`config.mk`:
```
export PLATFORM = sky130hd
export DESIGN_NAME = decode_top
export DESIGN_NICKNAME = d
export VERILOG_FILES = /design/src/decode_pkg.sv /design/src/slot_ctrl_decode.sv /design/src/field_split_stage.sv /design/src/operand_format_stage.sv /design/src/loop_tracker.sv /design/src/decode_top.sv
export VERILOG_INCLUDE_DIRS = /design/src /design/src/src
export SDC_FILE = /design/constraint.sdc
export NUM_CORES = 1
export LEC_CHECK = 0
export ABC_AREA = 1
export BUFFER_PORTS_ARGS = -buffer_cell sky130_fd_sc_hd__buf_2
export CAP_MARGIN = 20
export CORE_ASPECT_RATIO = 0.7
export CORE_UTILIZATION = 53
export CTS_CLUSTER_SIZE = 10
export DETAILED_ROUTE_END_ITERATION = 8
export PLACE_DENSITY_LB_ADDON = 0.15
export SYNTH_ARGS = -nofsm -noshare
export SYNTH_HDL_FRONTEND = slang
export SYNTH_SLANG_ARGS = --single-unit
```
`constraint.sdc`:
```
create_clock -name clk -period 3.6 [get_ports clk]
set_input_delay 0.36 -clock clk [delete_from_list [all_inputs] [get_ports clk]]
set_output_delay 0.36 -clock clk [all_outputs]
set_load 0.01 [all_outputs]
```
`src/decode_defs.svh`:
```
`ifndef DECODE_DEFS_SVH
`define DECODE_DEFS_SVH

// bundle geometry
`define DEC_ISSUE_W 4
`define DEC_INST_W 16

// opcodes in bits 15:12
`define OP_NOP 4'h0
`define OP_ADD 4'h1
`define OP_SUB 4'h2
`define OP_MUL 4'h3
`define OP_AND 4'h4
`define OP_OR 4'h5
`define OP_ADDI 4'h6
`define OP_LDI 4'h7
`define OP_LD 4'h8
`define OP_ST 4'h9
`define OP_BEQ 4'ha
`define OP_BNE 4'hb
`define OP_JMP 4'hc
// 4'hd to 4'hf undefined

// alu operations
`define ALU_ADD 3'd0
`define ALU_SUB 3'd1
`define ALU_MUL 3'd2
`define ALU_AND 3'd3
`define ALU_OR 3'd4
`define ALU_PASS 3'd5

// execution units
`define UNIT_ADD 2'd0
`define UNIT_MULT 2'd1
`define UNIT_ADDR 2'd2

// immediate source
`define IMM_ZERO 2'd0
`define IMM_RT4 2'd1
`define IMM_LOW8 2'd2
`define IMM_TARGET 2'd3

`endif

```
`src/decode_pkg.sv`:
```
`default_nettype none

`include "decode_defs.svh"

package decode_pkg;

	// one instruction: opcode 15:12, rd 11:8, rs 7:4, rt 3:0
	typedef logic [`DEC_INST_W-1:0] inst_t;

	// slot 0 in the top bits
	typedef logic [`DEC_ISSUE_W*`DEC_INST_W-1:0] bundle_t;

	typedef logic [15:0] pc_t;
	typedef logic [`DEC_ISSUE_W*16-1:0] pc_bundle_t;

	typedef logic [3:0] reg_idx_t;
	typedef logic [2:0] alu_op_t;
	typedef logic [1:0] unit_t;

	// valid, unit, alu_op, reg_write, mem_read, mem_write,
	// is_branch, is_jump, pred_taken, rd, rs, rt, imm
	typedef logic [39:0] dec_word_t;

	typedef enum logic [1:0] {
		LT_IDLE = 2'd0,
		LT_SEEN = 2'd1,
		LT_LOCKED = 2'd2
	} loop_state_t;

endpackage

`default_nettype wire

```
`src/slot_ctrl_decode.sv`:
```
`timescale 1ns/1ps
`default_nettype none

`include "decode_defs.svh"

module slot_ctrl_decode (
	input wire [3:0] opcode,
	output logic ctl_valid,
	output decode_pkg::unit_t unit,
	output decode_pkg::alu_op_t alu_op,
	output logic reg_write,
	output logic mem_read,
	output logic mem_write,
	output logic is_branch,
	output logic is_jump,
	output logic rd_used,
	output logic rs_used,
	output logic rt_used,
	output logic [1:0] imm_sel
);

	always_comb begin
		ctl_valid = 1'b1;
		unit = `UNIT_ADD;
		alu_op = `ALU_ADD;
		reg_write = 1'b0;
		mem_read = 1'b0;
		mem_write = 1'b0;
		is_branch = 1'b0;
		is_jump = 1'b0;
		rd_used = 1'b0;
		rs_used = 1'b0;
		rt_used = 1'b0;
		imm_sel = `IMM_ZERO;
		case (opcode)
			// register-register ops
			`OP_ADD, `OP_SUB, `OP_MUL, `OP_AND, `OP_OR: begin
				reg_write = 1'b1;
				rd_used = 1'b1;
				rs_used = 1'b1;
				rt_used = 1'b1;
				case (opcode)
					`OP_SUB: alu_op = `ALU_SUB;
					`OP_AND: alu_op = `ALU_AND;
					`OP_OR: alu_op = `ALU_OR;
					`OP_MUL: begin
						unit = `UNIT_MULT;
						alu_op = `ALU_MUL;
					end
					default: alu_op = `ALU_ADD;
				endcase
			end
			`OP_ADDI: begin
				reg_write = 1'b1;
				rd_used = 1'b1;
				rs_used = 1'b1;
				imm_sel = `IMM_RT4;
			end
			// load immediate passes the sign-extended low byte
			`OP_LDI: begin
				alu_op = `ALU_PASS;
				reg_write = 1'b1;
				rd_used = 1'b1;
				imm_sel = `IMM_LOW8;
			end
			`OP_LD: begin
				unit = `UNIT_ADDR;
				reg_write = 1'b1;
				mem_read = 1'b1;
				rd_used = 1'b1;
				rs_used = 1'b1;
				imm_sel = `IMM_RT4;
			end
			`OP_ST: begin
				unit = `UNIT_ADDR;
				mem_write = 1'b1;
				rs_used = 1'b1;
				rt_used = 1'b1;
			end
			// compare by subtraction
			`OP_BEQ, `OP_BNE: begin
				alu_op = `ALU_SUB;
				is_branch = 1'b1;
				rs_used = 1'b1;
				rt_used = 1'b1;
				imm_sel = `IMM_TARGET;
			end
			`OP_JMP: begin
				alu_op = `ALU_PASS;
				is_jump = 1'b1;
				imm_sel = `IMM_TARGET;
			end
			`OP_NOP: ctl_valid = 1'b0;
			// undefined opcodes
			default: ctl_valid = 1'b0;
		endcase
	end

endmodule

`default_nettype wire

```
`src/field_split_stage.sv`:
```
`timescale 1ns/1ps
`default_nettype none

`include "decode_defs.svh"

module field_split_stage (
	input wire clk,
	input wire reset,
	input wire flush,
	input wire decode_pkg::bundle_t fetch_bundle,
	input wire decode_pkg::pc_bundle_t fetch_pc,
	input wire decode_pkg::pc_bundle_t fetch_target,
	input wire [`DEC_ISSUE_W-1:0] fetch_pred,
	input wire fetch_valid,
	output decode_pkg::unit_t [`DEC_ISSUE_W-1:0] s1_unit,
	output decode_pkg::alu_op_t [`DEC_ISSUE_W-1:0] s1_alu_op,
	output logic [`DEC_ISSUE_W-1:0] s1_reg_write,
	output logic [`DEC_ISSUE_W-1:0] s1_mem_read,
	output logic [`DEC_ISSUE_W-1:0] s1_mem_write,
	output logic [`DEC_ISSUE_W-1:0] s1_is_branch,
	output logic [`DEC_ISSUE_W-1:0] s1_is_jump,
	output logic [`DEC_ISSUE_W-1:0] s1_rd_used,
	output logic [`DEC_ISSUE_W-1:0] s1_rs_used,
	output logic [`DEC_ISSUE_W-1:0] s1_rt_used,
	output logic [`DEC_ISSUE_W-1:0][1:0] s1_imm_sel,
	output decode_pkg::bundle_t s1_inst,
	output decode_pkg::pc_bundle_t s1_pc,
	output decode_pkg::pc_bundle_t s1_target,
	output logic [`DEC_ISSUE_W-1:0] s1_pred,
	output logic [`DEC_ISSUE_W-1:0] s1_valid
);

	import decode_pkg::*;

	// index b holds slot ISSUE_W-1-b, so slot 0 sits in the top bits
	logic [`DEC_ISSUE_W-1:0] ctl_valid;
	unit_t [`DEC_ISSUE_W-1:0] ctl_unit;
	alu_op_t [`DEC_ISSUE_W-1:0] ctl_alu_op;
	logic [`DEC_ISSUE_W-1:0] ctl_reg_write;
	logic [`DEC_ISSUE_W-1:0] ctl_mem_read;
	logic [`DEC_ISSUE_W-1:0] ctl_mem_write;
	logic [`DEC_ISSUE_W-1:0] ctl_is_branch;
	logic [`DEC_ISSUE_W-1:0] ctl_is_jump;
	logic [`DEC_ISSUE_W-1:0] ctl_rd_used;
	logic [`DEC_ISSUE_W-1:0] ctl_rs_used;
	logic [`DEC_ISSUE_W-1:0] ctl_rt_used;
	logic [`DEC_ISSUE_W-1:0][1:0] ctl_imm_sel;

	genvar b;
	generate
		for (b = 0; b < `DEC_ISSUE_W; b++) begin : g_slot
			inst_t slot_inst;

			assign slot_inst = fetch_bundle[b*`DEC_INST_W +: `DEC_INST_W];

			slot_ctrl_decode i_ctrl (
				.opcode(slot_inst[15:12]),
				.ctl_valid(ctl_valid[b]),
				.unit(ctl_unit[b]),
				.alu_op(ctl_alu_op[b]),
				.reg_write(ctl_reg_write[b]),
				.mem_read(ctl_mem_read[b]),
				.mem_write(ctl_mem_write[b]),
				.is_branch(ctl_is_branch[b]),
				.is_jump(ctl_is_jump[b]),
				.rd_used(ctl_rd_used[b]),
				.rs_used(ctl_rs_used[b]),
				.rt_used(ctl_rt_used[b]),
				.imm_sel(ctl_imm_sel[b])
			);
		end
	endgenerate

	// nop and undefined opcodes drop out here
	always_ff @(posedge clk) begin
		if (reset || flush)
			s1_valid <= '0;
		else
			s1_valid <= {`DEC_ISSUE_W{fetch_valid}} & ctl_valid;
	end

	always_ff @(posedge clk) begin
		s1_inst <= fetch_bundle;
		s1_pc <= fetch_pc;
		s1_target <= fetch_target;
		s1_pred <= fetch_pred;
		s1_unit <= ctl_unit;
		s1_alu_op <= ctl_alu_op;
		s1_reg_write <= ctl_reg_write;
		s1_mem_read <= ctl_mem_read;
		s1_mem_write <= ctl_mem_write;
		s1_is_branch <= ctl_is_branch;
		s1_is_jump <= ctl_is_jump;
		s1_rd_used <= ctl_rd_used;
		s1_rs_used <= ctl_rs_used;
		s1_rt_used <= ctl_rt_used;
		s1_imm_sel <= ctl_imm_sel;
	end

endmodule

`default_nettype wire

```
`src/operand_format_stage.sv`:
```
`timescale 1ns/1ps
`default_nettype none

`include "decode_defs.svh"

module operand_format_stage (
	input wire clk,
	input wire reset,
	input wire flush,
	input wire decode_pkg::unit_t [`DEC_ISSUE_W-1:0] s1_unit,
	input wire decode_pkg::alu_op_t [`DEC_ISSUE_W-1:0] s1_alu_op,
	input wire [`DEC_ISSUE_W-1:0] s1_reg_write,
	input wire [`DEC_ISSUE_W-1:0] s1_mem_read,
	input wire [`DEC_ISSUE_W-1:0] s1_mem_write,
	input wire [`DEC_ISSUE_W-1:0] s1_is_branch,
	input wire [`DEC_ISSUE_W-1:0] s1_is_jump,
	input wire [`DEC_ISSUE_W-1:0] s1_rd_used,
	input wire [`DEC_ISSUE_W-1:0] s1_rs_used,
	input wire [`DEC_ISSUE_W-1:0] s1_rt_used,
	input wire [`DEC_ISSUE_W-1:0][1:0] s1_imm_sel,
	input wire decode_pkg::bundle_t s1_inst,
	input wire decode_pkg::pc_bundle_t s1_pc,
	input wire decode_pkg::pc_bundle_t s1_target,
	input wire [`DEC_ISSUE_W-1:0] s1_pred,
	input wire [`DEC_ISSUE_W-1:0] s1_valid,
	output decode_pkg::dec_word_t dec_word0,
	output decode_pkg::dec_word_t dec_word1,
	output decode_pkg::dec_word_t dec_word2,
	output decode_pkg::dec_word_t dec_word3,
	output logic [`DEC_ISSUE_W-1:0] back_loop,
	output decode_pkg::pc_bundle_t loop_target
);

	import decode_pkg::*;

	// everything below the valid bit
	localparam int BODY_W = $bits(dec_word_t) - 1;

	logic [`DEC_ISSUE_W-1:0] pred_taken;
	logic [`DEC_ISSUE_W-1:0] back_next;
	logic [`DEC_ISSUE_W-1:0][BODY_W-1:0] body_next;
	logic [`DEC_ISSUE_W-1:0][BODY_W-1:0] body_q;
	logic [`DEC_ISSUE_W-1:0] valid_q;

	genvar b;
	generate
		for (b = 0; b < `DEC_ISSUE_W; b++) begin : g_slot
			inst_t inst;
			pc_t pc;
			pc_t target;
			reg_idx_t rd;
			reg_idx_t rs;
			reg_idx_t rt;
			logic [15:0] imm;

			assign inst = s1_inst[b*`DEC_INST_W +: `DEC_INST_W];
			assign pc = s1_pc[b*16 +: 16];
			assign target = s1_target[b*16 +: 16];

			// unused register fields read as zero
			assign rd = s1_rd_used[b] ? inst[11:8] : '0;
			assign rs = s1_rs_used[b] ? inst[7:4] : '0;
			assign rt = s1_rt_used[b] ? inst[3:0] : '0;

			always_comb begin
				case (s1_imm_sel[b])
					`IMM_RT4: imm = {{12{inst[3]}}, inst[3:0]};
					`IMM_LOW8: imm = {{8{inst[7]}}, inst[7:0]};
					`IMM_TARGET: imm = target;
					default: imm = '0;
				endcase
			end

			// jumps are always taken
			assign pred_taken[b] = s1_is_branch[b] ? s1_pred[b] : s1_is_jump[b];

			// taken transfer to a target at or below its own pc
			assign back_next[b] = s1_valid[b] && pred_taken[b] && (target <= pc);

			assign body_next[b] = {s1_unit[b], s1_alu_op[b],
				s1_reg_write[b], s1_mem_read[b], s1_mem_write[b],
				s1_is_branch[b], s1_is_jump[b], pred_taken[b],
				rd, rs, rt, imm};
		end
	endgenerate

	always_ff @(posedge clk) begin
		if (reset || flush) begin
			valid_q <= '0;
			back_loop <= '0;
		end else begin
			valid_q <= s1_valid;
			back_loop <= back_next;
		end
	end

	always_ff @(posedge clk) begin
		body_q <= body_next;
		loop_target <= s1_target;
	end

	// an invalid slot shows an all-zero word
	assign dec_word0 = valid_q[3] ? {1'b1, body_q[3]} : '0;
	assign dec_word1 = valid_q[2] ? {1'b1, body_q[2]} : '0;
	assign dec_word2 = valid_q[1] ? {1'b1, body_q[1]} : '0;
	assign dec_word3 = valid_q[0] ? {1'b1, body_q[0]} : '0;

endmodule

`default_nettype wire

```
`src/loop_tracker.sv`:
```
`timescale 1ns/1ps
`default_nettype none

`include "decode_defs.svh"

module loop_tracker (
	input wire clk,
	input wire reset,
	input wire mispredict,
	input wire [`DEC_ISSUE_W-1:0] back_loop,
	input wire decode_pkg::pc_bundle_t loop_target,
	output decode_pkg::loop_state_t loop_state,
	output logic loop_start,
	output logic stall_fetch
);

	import decode_pkg::*;

	loop_state_t state_q;
	loop_state_t state_next;
	pc_t target_q;
	pc_t flag_target;
	logic flag_hit;
	logic record;
	logic start_next;

	// lowest-numbered slot wins; slot 0 is the top bit, visited last
	always_comb begin
		flag_target = '0;
		for (int i = 0; i < `DEC_ISSUE_W; i++) begin
			if (back_loop[i])
				flag_target = loop_target[i*16 +: 16];
		end
	end

	assign flag_hit = |back_loop;

	always_comb begin
		state_next = state_q;
		record = 1'b0;
		start_next = 1'b0;
		case (state_q)
			LT_IDLE: begin
				if (flag_hit) begin
					state_next = LT_SEEN;
					record = 1'b1;
				end
			end
			LT_SEEN: begin
				if (flag_hit && flag_target == target_q) begin
					state_next = LT_LOCKED;
					start_next = 1'b1;
				end else if (flag_hit) begin
					// different loop, follow the new target
					record = 1'b1;
				end
			end
			// locked until the flush
			LT_LOCKED: state_next = LT_LOCKED;
			default: state_next = LT_IDLE;
		endcase
		if (mispredict) begin
			state_next = LT_IDLE;
			record = 1'b0;
			start_next = 1'b0;
		end
	end

	always_ff @(posedge clk) begin
		if (reset) begin
			state_q <= LT_IDLE;
			loop_start <= 1'b0;
		end else begin
			state_q <= state_next;
			loop_start <= start_next;
		end
	end

	always_ff @(posedge clk) begin
		if (record)
			target_q <= flag_target;
	end

	assign loop_state = state_q;
	assign stall_fetch = (state_q == LT_LOCKED);

endmodule

`default_nettype wire

```
`src/decode_top.sv`:
```
`timescale 1ns/1ps
`default_nettype none

`include "decode_defs.svh"

module decode_top (
	input wire clk,
	input wire reset,
	input wire decode_pkg::bundle_t fetch_bundle,
	input wire decode_pkg::pc_bundle_t fetch_pc,
	input wire decode_pkg::pc_bundle_t fetch_target,
	input wire [`DEC_ISSUE_W-1:0] fetch_pred,
	input wire fetch_valid,
	input wire mispredict,
	output decode_pkg::dec_word_t dec_word0,
	output decode_pkg::dec_word_t dec_word1,
	output decode_pkg::dec_word_t dec_word2,
	output decode_pkg::dec_word_t dec_word3,
	output decode_pkg::loop_state_t loop_state,
	output logic loop_start,
	output logic stall_fetch
);

	import decode_pkg::*;

	// step 1 to step 2
	unit_t [`DEC_ISSUE_W-1:0] s1_unit;
	alu_op_t [`DEC_ISSUE_W-1:0] s1_alu_op;
	logic [`DEC_ISSUE_W-1:0] s1_reg_write;
	logic [`DEC_ISSUE_W-1:0] s1_mem_read;
	logic [`DEC_ISSUE_W-1:0] s1_mem_write;
	logic [`DEC_ISSUE_W-1:0] s1_is_branch;
	logic [`DEC_ISSUE_W-1:0] s1_is_jump;
	logic [`DEC_ISSUE_W-1:0] s1_rd_used;
	logic [`DEC_ISSUE_W-1:0] s1_rs_used;
	logic [`DEC_ISSUE_W-1:0] s1_rt_used;
	logic [`DEC_ISSUE_W-1:0][1:0] s1_imm_sel;
	bundle_t s1_inst;
	pc_bundle_t s1_pc;
	pc_bundle_t s1_target;
	logic [`DEC_ISSUE_W-1:0] s1_pred;
	logic [`DEC_ISSUE_W-1:0] s1_valid;

	// step 2 to tracker
	logic [`DEC_ISSUE_W-1:0] back_loop;
	pc_bundle_t loop_target;

	field_split_stage i_field_split (
		.clk(clk),
		.reset(reset),
		.flush(mispredict),
		.fetch_bundle(fetch_bundle),
		.fetch_pc(fetch_pc),
		.fetch_target(fetch_target),
		.fetch_pred(fetch_pred),
		.fetch_valid(fetch_valid),
		.s1_unit(s1_unit),
		.s1_alu_op(s1_alu_op),
		.s1_reg_write(s1_reg_write),
		.s1_mem_read(s1_mem_read),
		.s1_mem_write(s1_mem_write),
		.s1_is_branch(s1_is_branch),
		.s1_is_jump(s1_is_jump),
		.s1_rd_used(s1_rd_used),
		.s1_rs_used(s1_rs_used),
		.s1_rt_used(s1_rt_used),
		.s1_imm_sel(s1_imm_sel),
		.s1_inst(s1_inst),
		.s1_pc(s1_pc),
		.s1_target(s1_target),
		.s1_pred(s1_pred),
		.s1_valid(s1_valid)
	);

	operand_format_stage i_operand_format (
		.clk(clk),
		.reset(reset),
		.flush(mispredict),
		.s1_unit(s1_unit),
		.s1_alu_op(s1_alu_op),
		.s1_reg_write(s1_reg_write),
		.s1_mem_read(s1_mem_read),
		.s1_mem_write(s1_mem_write),
		.s1_is_branch(s1_is_branch),
		.s1_is_jump(s1_is_jump),
		.s1_rd_used(s1_rd_used),
		.s1_rs_used(s1_rs_used),
		.s1_rt_used(s1_rt_used),
		.s1_imm_sel(s1_imm_sel),
		.s1_inst(s1_inst),
		.s1_pc(s1_pc),
		.s1_target(s1_target),
		.s1_pred(s1_pred),
		.s1_valid(s1_valid),
		.dec_word0(dec_word0),
		.dec_word1(dec_word1),
		.dec_word2(dec_word2),
		.dec_word3(dec_word3),
		.back_loop(back_loop),
		.loop_target(loop_target)
	);

	loop_tracker i_loop_tracker (
		.clk(clk),
		.reset(reset),
		.mispredict(mispredict),
		.back_loop(back_loop),
		.loop_target(loop_target),
		.loop_state(loop_state),
		.loop_start(loop_start),
		.stall_fetch(stall_fetch)
	);

endmodule

`default_nettype wire

```
Yosys cells after proc, flatten, opt, wreduce, memory -nomap -nowiden --
Cells that the tools add are included.
Storage, ports and cells: bits in registers 499, bits of input ports 200, word-level logic and storage cells 248
Cells by class: $lt $le $gt $ge 4, equal/unequal tests 65, mux-type cells 76, bitwise operators 2, reductions and logical operators 55
Operator list (number):
- one-hot mux 16 bit (3 select lines) | 4
- 2-to-1 mux 40 bit | 4
- == test 4 bit (second input constant) | 20
- == test 4 x 3 -> 1 bit (second input constant) | 16
- <= comparator 16 bit | 4
- 2-to-1 mux 16 bit | 4
- OR reduction 8 bit | 8
- one-hot mux 3 bit (4 select lines) | 4
- OR reduction 12 bit | 4
- 2-to-1 mux 1 bit | 44
- OR reduction 10 bit | 4
- one-hot mux 3 bit (3 select lines) | 4
- OR reduction 2 bit | 17
- == test 4 x 2 -> 1 bit (second input constant) | 8
- one-hot mux 2 bit (3 select lines) | 5
- OR reduction 5 bit | 4
- == test 2 bit (second input constant) | 9
- == test 16 bit | 1
- == test 4 x 1 -> 1 bit (second input constant) | 4
- one-hot mux 2 bit (2 select lines) | 4
- OR reduction 3 bit | 5
- == test 2 x 1 -> 1 bit (second input constant) | 5
- logical AND 1 bit | 9
- AND 4 bit | 1
- other kinds (8) | 10

Depth between registers and ports, before layout --
Gate-level depths: netlist of run 1.
word-level depth 9, depth in mapped cells 17, mapped depth without buffers 16

Modules after synthesis --
Synthesis of run 1 repeated with hierarchy kept, for this count alone.
Unflattened totals: cell total of the unflattened synthesis 1902, area, all modules 17061.4 µm²
Modules (own cells, without submodules):
- operand_format_stage | instances 1, cells an instance 1154, area an instance 9091.2 µm², sequential area each 4564.4 µm²
- field_split_stage | instances 1, cells an instance 271, area an instance 5246.3 µm², sequential area each 5205.0 µm²
- loop_tracker | instances 1, cells an instance 289, area an instance 1828.0 µm², sequential area each 540.5 µm²
- slot_ctrl_decode | instances 4, cells an instance 47, area an instance 224.0 µm², sequential area each 0.0 µm²

Worst setup path after synthesis of run 1 --
No wires, ideal clock.
path type register to register, start register i_operand_format.back_loop[3], end register i_loop_tracker.target_q[0], enable pin, arrival time 2.386 ns, required time 3.191 ns, setup slack 0.804 ns, cell stages (with the launch flop) 14, buffers on the path 2, clock period less this slack 2.796 ns, cell sequence dfxtp_1 -> buf_6 -> nor2_4 -> buf_6 -> nand3_1 -> nand2_1 -> nand2_1 -> nand2_1 -> nor2_1 -> nand2_1 -> nor2_2 -> nand2_2 -> a21oi_1 -> nor3_1
On the way: cells in the longest elaborated chain, start to end 6, elaborated cells on any way between the ends 8
RTL lines:
- start: declaration | RTL line operand_format_stage.sv:30 | output logic [`DEC_ISSUE_W-1:0] back_loop,
- start signal: assignment | RTL line operand_format_stage.sv:93 | back_loop <= back_next;
- 2-to-1 mux 16 bit | RTL line loop_tracker.sv:31 | if (back_loop[i])
- == test 16 bit | RTL line loop_tracker.sv:50 | if (flag_hit && flag_target == target_q) begin
- logical AND 1 bit | RTL line loop_tracker.sv:50
- 2-to-1 mux 1 bit | RTL line loop_tracker.sv:50
- one-hot mux 1 bit (2 select lines) * | RTL line loop_tracker.sv:42 | case (state_q)
- 2-to-1 mux 1 bit * | RTL line loop_tracker.sv:62 | if (mispredict) begin
- via i_loop_tracker.record | RTL line loop_tracker.sv:24 | logic record;
- end signal: assignment | RTL line loop_tracker.sv:81 | target_q <= flag_target;
- end: declaration | RTL line loop_tracker.sv:21 | pc_t target_q;
Mark *: on every way through the listed nets, which the timed path passes. The rest lies on a longest branch. A chain may end at the register's enable or synchronous reset.

Worst setup path after layout of run 1 --
start register i_operand_format.back_loop[3], end register i_loop_tracker.target_q[15], enable pin
The elaborated chain is that of the path after synthesis.

==> out/results.txt, run 1 <==
Site Rows -> 52
Hold path start -> fetch_bundle[45]
Syn_nets -> 2073
CP Class -> reg2reg
Max clock buf depth -> 3
Int Pwr -> 0.00883 W
Initial DRC count -> 834
Worst hold path depth -> 2
Slew Limit Headroom -> 46.8%
Setup_tns -> 0 ns
Status -> completed
Buffers on Ports -> 363
Pwr Density -> 528 nW/µm²
Post-route minimum period -> 2.73 ns
Initial Util -> 54.7%
Actual slew at the worst max-slew pin -> 0.797 ns
Vias in the first global route -> 13400
Cell taking the most area after synthesis -> dfxtp_1
CTS tree -> built
I/O Pins -> 364
Layout area overhead -> 33.9%
Final Skew -> 0.0167 ns
Cell total after placement -> 2541
Critical path fanouts, max -> 16
Hold EP -> i_field_split.s1_mem_write[2]
Wirelength per Cell -> 15.5 µm
Max_cap viols -> 0
Antenna violations before repair -> 2
Syn Area/Cell -> 8.89 µm²
Worst EP required -> 3.85 ns
Combinational power share -> 6.2%
CTS buffer count -> 54
Net Switching -> 0.00252 W
Max VDD drop -> 0.421 mV
Largest net degree at the start of global routing -> 41
Final Instance Area -> 21500 µm²
Total wire length -> 43.4 mm
Avg Vias per Cell -> 4.71
ANT nets after route -> 0
Yosys Warn Count -> 0
Sequential cell area fraction in the yosys report -> 61.7%
Top cell type's share of synthesized area -> 58.7%
Synth area leaders -> dfxtp_1, nand2_1, inv_1
Fin. max-slew vios -> 0
Startpoint Class -> register
Die area -> 31000 µm²
Worst reg2reg startpoint -> i_operand_format.back_loop[3]
1st-pass router iterations -> 5
EDFF count, synth -> 16
Clock Power Share -> 41.4%
H-tree depth -> 2
Layout cells sized above 1 -> 18.7%
Unrepaired setup endpoints after global routing -> no
First-pass GRT wire length -> 68.4 mm
Total GRT Usage -> 28.2%
Final setup vio count -> 0
Hold Violations, Final -> 0
RR Endpoint -> i_loop_tracker.target_q[15]
Final GP Congestion -> 0.869
Die width -> 210 µm
Final nets -> 2640
Hold/Removal Path Class -> in2reg
Root buf cell -> clkbuf_16
Vias -> 13100
Switching Share -> 22.2%
Synth Cell Area -> 16100 µm²
Worst R2R Path Depth -> 14
Pleak -> 12.3 nW
Layout Cells excl Fill -> 2790
Clock slew at reported path FFs -> 0.05 ns
Core Area -> 29300 µm²
Synth top cells by count -> dfxtp_1, nand2_1, inv_1
CP arrival -> 2.97 ns
Seq pwr share -> 52.4%
Die Y -> 148 µm
Reg2reg setup slack -> 0.87 ns
DRC Markers -> 0
Final period util -> 75.8%
Post-synth ARST share -> 0%
Synth Register Bits -> 487
GRT Residual Overflow -> 0
Count of cell types in the netlist -> 39
TritonCTS Sinks -> 487
Post-DP HPWL -> 29.1 mm
Syn Inst Count -> 1806
Dpl cell area -> 18200 µm²
Clk_lat worst skew -> 0.58 ns
Setup crit end kind -> register
Max Fclk -> 367 MHz
Primary FF master, synth -> dfxtp_1
Most frequent cell after synthesis -> dfxtp_1
==> power groups by stage <==
stage / registers, W / logic (W) / clock network, W
2_1_floorplan: 0.00596 / 0.000335 / 0
3_3_place_gp: 0.00606 / 0.000503 / 0
3_5_place_dp: 0.00606 / 0.000522 / 0
4_1_cts: 0.00595 / 0.000685 / 0.00476
5_1_grt: 0.00598 / 0.000793 / 0.00502
6_report: 0.00595 / 0.000703 / 0.00470
==> worst max-delay path by stage <==
stage                     cells after the start  slack [ns]                          start                           to
after floorplan                              13        0.80  i_operand_format.back_loop[3]   i_loop_tracker.target_q[0]
after global placement                       13        1.03  i_operand_format.back_loop[1]   i_loop_tracker.target_q[2]
after detailed placement                     14        0.95  i_operand_format.back_loop[3]   i_loop_tracker.target_q[2]
after CTS                                    14        0.92  i_operand_format.back_loop[3]   i_loop_tracker.target_q[9]
after global routing                         14        0.67  i_operand_format.back_loop[3]  i_loop_tracker.target_q[12]
final                                        14        0.87  i_operand_format.back_loop[3]  i_loop_tracker.target_q[15]
==> cells by family (layout without fill, tap and decap cells) <==
group,after synthesis,count (layout),synth area share [%]
xor gates and xnor gates,4,4,0.218
and+or+nand+nor,674,674,17.7
AOI/OAI and AO/OA,112,112,3.94
other,0,1,0
DFF,487,487,61.7
adders and majority gates,67,67,5.22
buffers and inverters,458,1036,11.0
muxes,4,4,0.280
==> metal layers <==
layer  wire [µm]  track usage, %  vias up  part of all wire (%)
met4        1160            9.31        0                   2.7
met3        2630            5.21       91                   6.1
met5           0               0        -                     0
met2       19800            45.6      476                    46
met1       19800            38.2     6041                    46
li1            -               -     6538                     -
==> layout make-up <==
class | instances | area (µm²)
antenna | 1 | 2.50
inverter | 420 | 1580
multi-input combinational | 861 | 4400
fill | 2075 | 7840
sequential | 487 | 9910
clock buffer | 65 | 1410
tap | 405 | 507
timing repair buffer | 549 | 3670
clock inverter | 2 | 32.5
==> repair_timing <==
action	4_1_cts	5_1_grt
buffers inserted	0	0
hold endpoints to repair	182	0
resized for setup	0	0
hold buffers	181	0
==> layout by cell type, fill, tap and decap left out, types with 3 or more instances in the layout <==
cell	instances
clkbuf_1	10
o21ai_0	39
nand4_1	8
clkinv_1	4
buf_2	363
ha_1	67
nor3_1	14
xnor2_1	4
mux2_2	4
buf_4	5
inv_1	413
or2_1	3
nand3_2	7
nand3_1	110
o21a_1	4
a21oi_1	45
nand3b_1	17
o22ai_1	5
nand2_1	434
inv_2	3
o221ai_1	4
dlygate4sd3_1	181
dfxtp_1	471
nor2_1	75
edfxtp_1	16
clkbuf_16	55
==> critical path: stages (launching register included) <==
cell and delay (ns):
dfxtp_1 0.78, inv_2 0.27, or2_1 0.28, nand2_1 0.06, inv_1 0.05, nand2_1 0.08, nand2_1 0.06, nand2_1 0.06
nor2_1 0.04, nand2_1 0.09, nor2_2 0.05, nand2_2 0.08, a21oi_1 0.08, nor3_2 0.10, buf_4 0.29
==> through the flow <==
stage                     setup WS, ns  power [W]  utilization (%)  hold slack [ns]
after floorplan                  0.804    0.00629                -            0.310
after global placement            1.03    0.00656             62.2            0.311
after detailed placement         0.952    0.00658             62.2            0.312
after CTS                        0.915     0.0114             73.3          0.00982
after global routing             0.674     0.0118             73.3           0.0244
final                            0.872     0.0114             73.3           0.0305
==> registers in the layout (all words and copies together), names as in the netlist <==
signal / flops
i_operand_format.back_loop: 4
i_loop_tracker.loop_start: 1
i_field_split.s1_imm_sel: 8
i_field_split.s1_mem_write: 4
i_loop_tracker.target_q: 16
i_field_split.s1_alu_op: 12
i_operand_format.loop_target: 64
i_field_split.s1_mem_read: 4
i_field_split.s1_rs_used: 4
i_field_split.s1_unit: 8
i_field_split.s1_rt_used: 4
i_field_split.s1_inst: 48
i_loop_tracker.loop_state: 2
i_field_split.s1_pc: 64
i_field_split.s1_rd_used: 4
i_operand_format.body_q: 156
i_field_split.s1_pred: 4
i_field_split.s1_is_branch: 4
i_field_split.s1_target: 64
i_field_split.s1_is_jump: 4
i_field_split.s1_valid: 4
i_operand_format.valid_q: 4
(Power assumes the default switching activity.)
==> inputs of run 2 (changes only) <==
--- a/config.mk
+++ b/config.mk
@@ -6,11 +6,11 @@
 export SDC_FILE = /design/constraint.sdc
 export NUM_CORES = 1
 export LEC_CHECK = 0
-export ABC_AREA = 1
+export ABC_AREA = 0
 export BUFFER_PORTS_ARGS = -buffer_cell sky130_fd_sc_hd__buf_2
 export CAP_MARGIN = 20
 export CORE_ASPECT_RATIO = 0.7
-export CORE_UTILIZATION = 53
+export CORE_UTILIZATION = 48
 export CTS_CLUSTER_SIZE = 10
 export DETAILED_ROUTE_END_ITERATION = 8
 export PLACE_DENSITY_LB_ADDON = 0.15
==> constraint.sdc (replaced) <==
create_clock -name clk -period 2.45 [get_ports clk]
set_input_delay 0.245 -clock clk [delete_from_list [all_inputs] [get_ports clk]]
set_output_delay 0.245 -clock clk [all_outputs]
set_load 0.01 [all_outputs]
==> run 2 against run 1 <==
The run now ends with setup timing left. Clock skew shrank 0.0035 ns. Worst hold slack lost 0.00071 ns. First-iteration DRC count shrank 17%. Synthesized cell count shrank 25%. Non-clock buffer count grew 38. Clock-buffer cell count shrank 3. Register-to-register slack lost 0.91 ns. Global-route usage shrank 4.1 points. Critical path type unchanged. Largest cell class unchanged.
==> out/results.txt, run 2 <==
Setup crit end kind -> register
Combinational power share -> 6.5% (+0.3 points)
Site Rows -> 54 (+3.8%)
Max Fclk -> 402 MHz (+9.5%)
Max_cap viols -> 0 (unchanged)
Final setup vio count -> 17 (+17)
Final period util -> 102% (+26 points)
Net Switching -> 0.00353 W (+40%)
TritonCTS Sinks -> 487 (unchanged)
Layout cells sized above 1 -> 26.7% (+8.0 points)
Status -> finished, violations left
CP arrival -> 2.93 ns (-0.04 ns)
ANT nets after route -> 0 (unchanged)
Max incr delay on CP -> 0.38 ns (-0.40 ns)
Critical path fanouts, max -> 5 (-11)
Int Pwr -> 0.0131 W (+48%)
Vias in the first global route -> 11300 (-16%)
Slowest-stage cell, CP -> or3_4
Seq pwr share -> 52.4% (about the same)
Post-synth ARST share -> 0% (unchanged)
Synth area leaders -> dfxtp_1, and2_1, ha_1
Clk_lat worst skew -> 0.56 ns (-0.02 ns)
Worst reg2reg startpoint -> i_operand_format.back_loop[2]
Actual slew at the worst max-slew pin -> 0.564 ns (-0.232 ns)
Busiest grt layer -> met1
Antenna violations before repair -> 3 (+1)
Final GP Congestion -> 0.828 (-4.7%)
Total GRT Usage -> 24.1% (-4.1 points)
GRT met2 Usage -> 36.0% (-9.6 points)
Switching Share -> 21.3% (-0.94 points)
CTS buffer count -> 54 (unchanged)
Post-route minimum period -> 2.49 ns (-0.238 ns)
Clock Power Share -> 41.1% (-0.3 points)
Largest net degree at the start of global routing -> 41 (unchanged)
Final core utilization -> 68.4% (-4.8 points)
Largest register FFs -> 156 (unchanged)
Syn_nets -> 1628 (-21%)
Fin. max-slew vios -> 0 (unchanged)
Avg Vias per Cell -> 4.74 (+0.60%)
Met1 GRT Util -> 36.0% (-2.2 points)
1st-pass router iterations -> 5 (unchanged)
Wirelength per Cell -> 16.9 µm (+8.5%)
Initial Util -> 49.5% (-5.2 points)
Unrepaired setup endpoints after global routing -> yes
Synth Register Bits -> 487 (unchanged)
Syn Inst Count -> 1361 (-25%)
Failing checks -> setup timing
Die Y -> 153 µm (+3.7%)
Top cell type's share of synthesized area -> 60.2% (+1.5 points)
Startpoint Class -> register
Worst EP required -> 2.89 ns (-0.96 ns)
Slew Limit Headroom -> 62.0% (+15 points)
GRT Residual Overflow -> 0 (unchanged)
EDFF count, synth -> 16 (unchanged)
Final Instance Area -> 21600 µm² (+0.63%)
Post-DP HPWL -> 28.4 mm (-2.4%)
Pleak -> 10.4 nW (-15%)
I/O Pins -> 364 (unchanged)
Synth Cell Area -> 15700 µm² (-2.6%)
Setup ws final -> -0.0406 ns (-0.912 ns)
CP Class -> reg2reg
Clock slew at reported path FFs -> 0.06 ns (about the same)
Hold path start -> fetch_bundle[62]
Die width -> 218 µm (+3.7%)
H-tree depth -> 2 (unchanged)
Dpl cell area -> 18100 µm² (-1.0%)
Max clock buf depth -> 3 (unchanged)
Root buf cell -> clkbuf_16
Global-route met3 utilization -> 4.22% (-0.99 points)
Vias -> 11300 (-14%)
Worst path buffer plus inverter count -> 3 (unchanged)
Primary FF master, synth -> dfxtp_1
CTS tree -> built
Count of cell types in the netlist -> 56 (+44%)
First-pass GRT wire length -> 62.2 mm (-9.1%)
Core Area -> 31600 µm² (+7.8%)
DRC Markers -> 0 (unchanged)
CP most frequent cell -> buf_6
Final Skew -> 0.0132 ns (-0.00346 ns)
CP cell instances -> or2_4 -> buf_12 -> buf_6 -> a221oi_4 -> nor3_2 -> nor4b_4 -> nand4_4 -> buf_6 -> or3_4 -> mux2i_1
Total wire length -> 40.1 mm (-7.4%)
Initial DRC count -> 689 (-17%)
CP Launch Point -> i_operand_format.back_loop[2]
Layout fillers -> 2374 (+14%)
Synth top cells by count -> dfxtp_1, and2_1, inv_1
CP top delay family -> simple AND/OR/NAND/NOR gates
Hold Violations, Final -> 0 (unchanged)
Final nets -> 2220 (-16%)
Biggest register -> i_operand_format.body_q
Cell taking the most area after synthesis -> dfxtp_1
Hold/Removal Path Class -> in2reg
Sequential cell area fraction in the yosys report -> 63.3% (+1.6 points)
Syn Area/Cell -> 11.5 µm² (+29%)
Commonest non-fill, non-tap cell in the layout -> dfxtp_1
Max VDD drop -> 0.554 mV (+32%)
Pwr Density -> 766 nW/µm² (+45%)
Buffers on Ports -> 363 (unchanged)
Layout area overhead -> 38.2%
Most frequent cell after synthesis -> dfxtp_1
Die area -> 33300 µm² (+7.5%)
Yosys Warn Count -> 0 (unchanged)
Most frequent cells in the layout -> dfxtp_1, buf_2, and2_1, dlygate4sd3_1, inv_1
run 2: changes by cell type in the layout (fill, tap and decap cells not counted), sizes merged, moves of 18 or more:
cell and delta:
a21o +46, a21oi -22, and2 +217, buf +32, inv -346, mux2 +21, nand2 -369, nand3 -111
nor2 -23, nor2b +18, o21a +20
run 2: cell families (layout without fill, tap and decap cells):
logic type               Yosys count  count (layout)  share of synthesized area (%)
AO/OA/AOI/OAI                    185             185                           8.58
XOR/XNOR                          15              15                          0.839
adder cells (fa/ha/maj)           67              67                           5.36
buffers and inverters            121             720                           3.11
flip-flops                       487             487                           63.3
multiplexers                      31              31                           2.18
other                              0               1                              0
AND/OR/NAND/NOR                  455             455                           16.6
run 2: path summary, 6_finish.rpt:
kind / to / slack [ns] / cells after the start
setup reg to reg: i_loop_tracker.loop_state[1] / -0.04 / 10
hold / removal: i_field_split.s1_unit[7] / 0.03 / 2
setup / recovery: i_loop_tracker.loop_state[1] / -0.04 / 10
hold reg to reg: i_operand_format.body_q[71] / 0.32 / 0
run 2: repair_timing:
item | 4_1_cts | 5_1_grt
hold buffers | 187 | 0
cloned | 1 | 0
endpoints found under the hold margin | 192 | 0
pin swaps | 14 | 12
setup buffers | 5 | 3
setup endpoints to repair | 19 | 19
resized for setup | 19 | 15
run 2: layer usage:
metal  up-vias  wire, µm
li1       5681         -
met3        49      2070
met1      5273     20400
met5         -         0
met2       283     17100
met4         0       592
run 2: final cells by class:
cell class	instances	area (µm²)	area share (%)
timing repair buffer	587	4040	18.6
clock buffer	62	1410	6.53
antenna	1	2.50	0.0116
sequential	487	9910	45.8
inverter	70	263	1.21
multi-input combinational	753	5480	25.3
clock inverter	1	8.76	0.0405
tap	420	526	2.43
run 2: metrics by stage:
stage | hold slack [ns] | power (W) | std cells | TNS, ns | setup slack, ns
3_3_place_gp | 0.313 | 0.00964 | 2126 | -2.77 | -0.172
6_report | 0.0298 | 0.0166 | 2381 | -0.185 | -0.0406
5_1_grt | 0.0211 | 0.0172 | 2381 | -1.97 | -0.150
2_1_floorplan | 0.273 | 0.00925 | 1361 | 0 | 0.00601
4_1_cts | 0.000738 | 0.0167 | 2378 | 0 | 0.000287
3_5_place_dp | 0.312 | 0.00967 | 2126 | -4.03 | -0.244
run 2: power groups by stage:
stage | Combinational (W) | Clock (W) | Sequential (W)
3_3_place_gp | 0.000797 | 0 | 0.00885
6_report | 0.00107 | 0.00681 | 0.00870
2_1_floorplan | 0.000535 | 0 | 0.00871
4_1_cts | 0.00107 | 0.00695 | 0.00869
3_5_place_dp | 0.000818 | 0 | 0.00885
5_1_grt | 0.00120 | 0.00725 | 0.00874
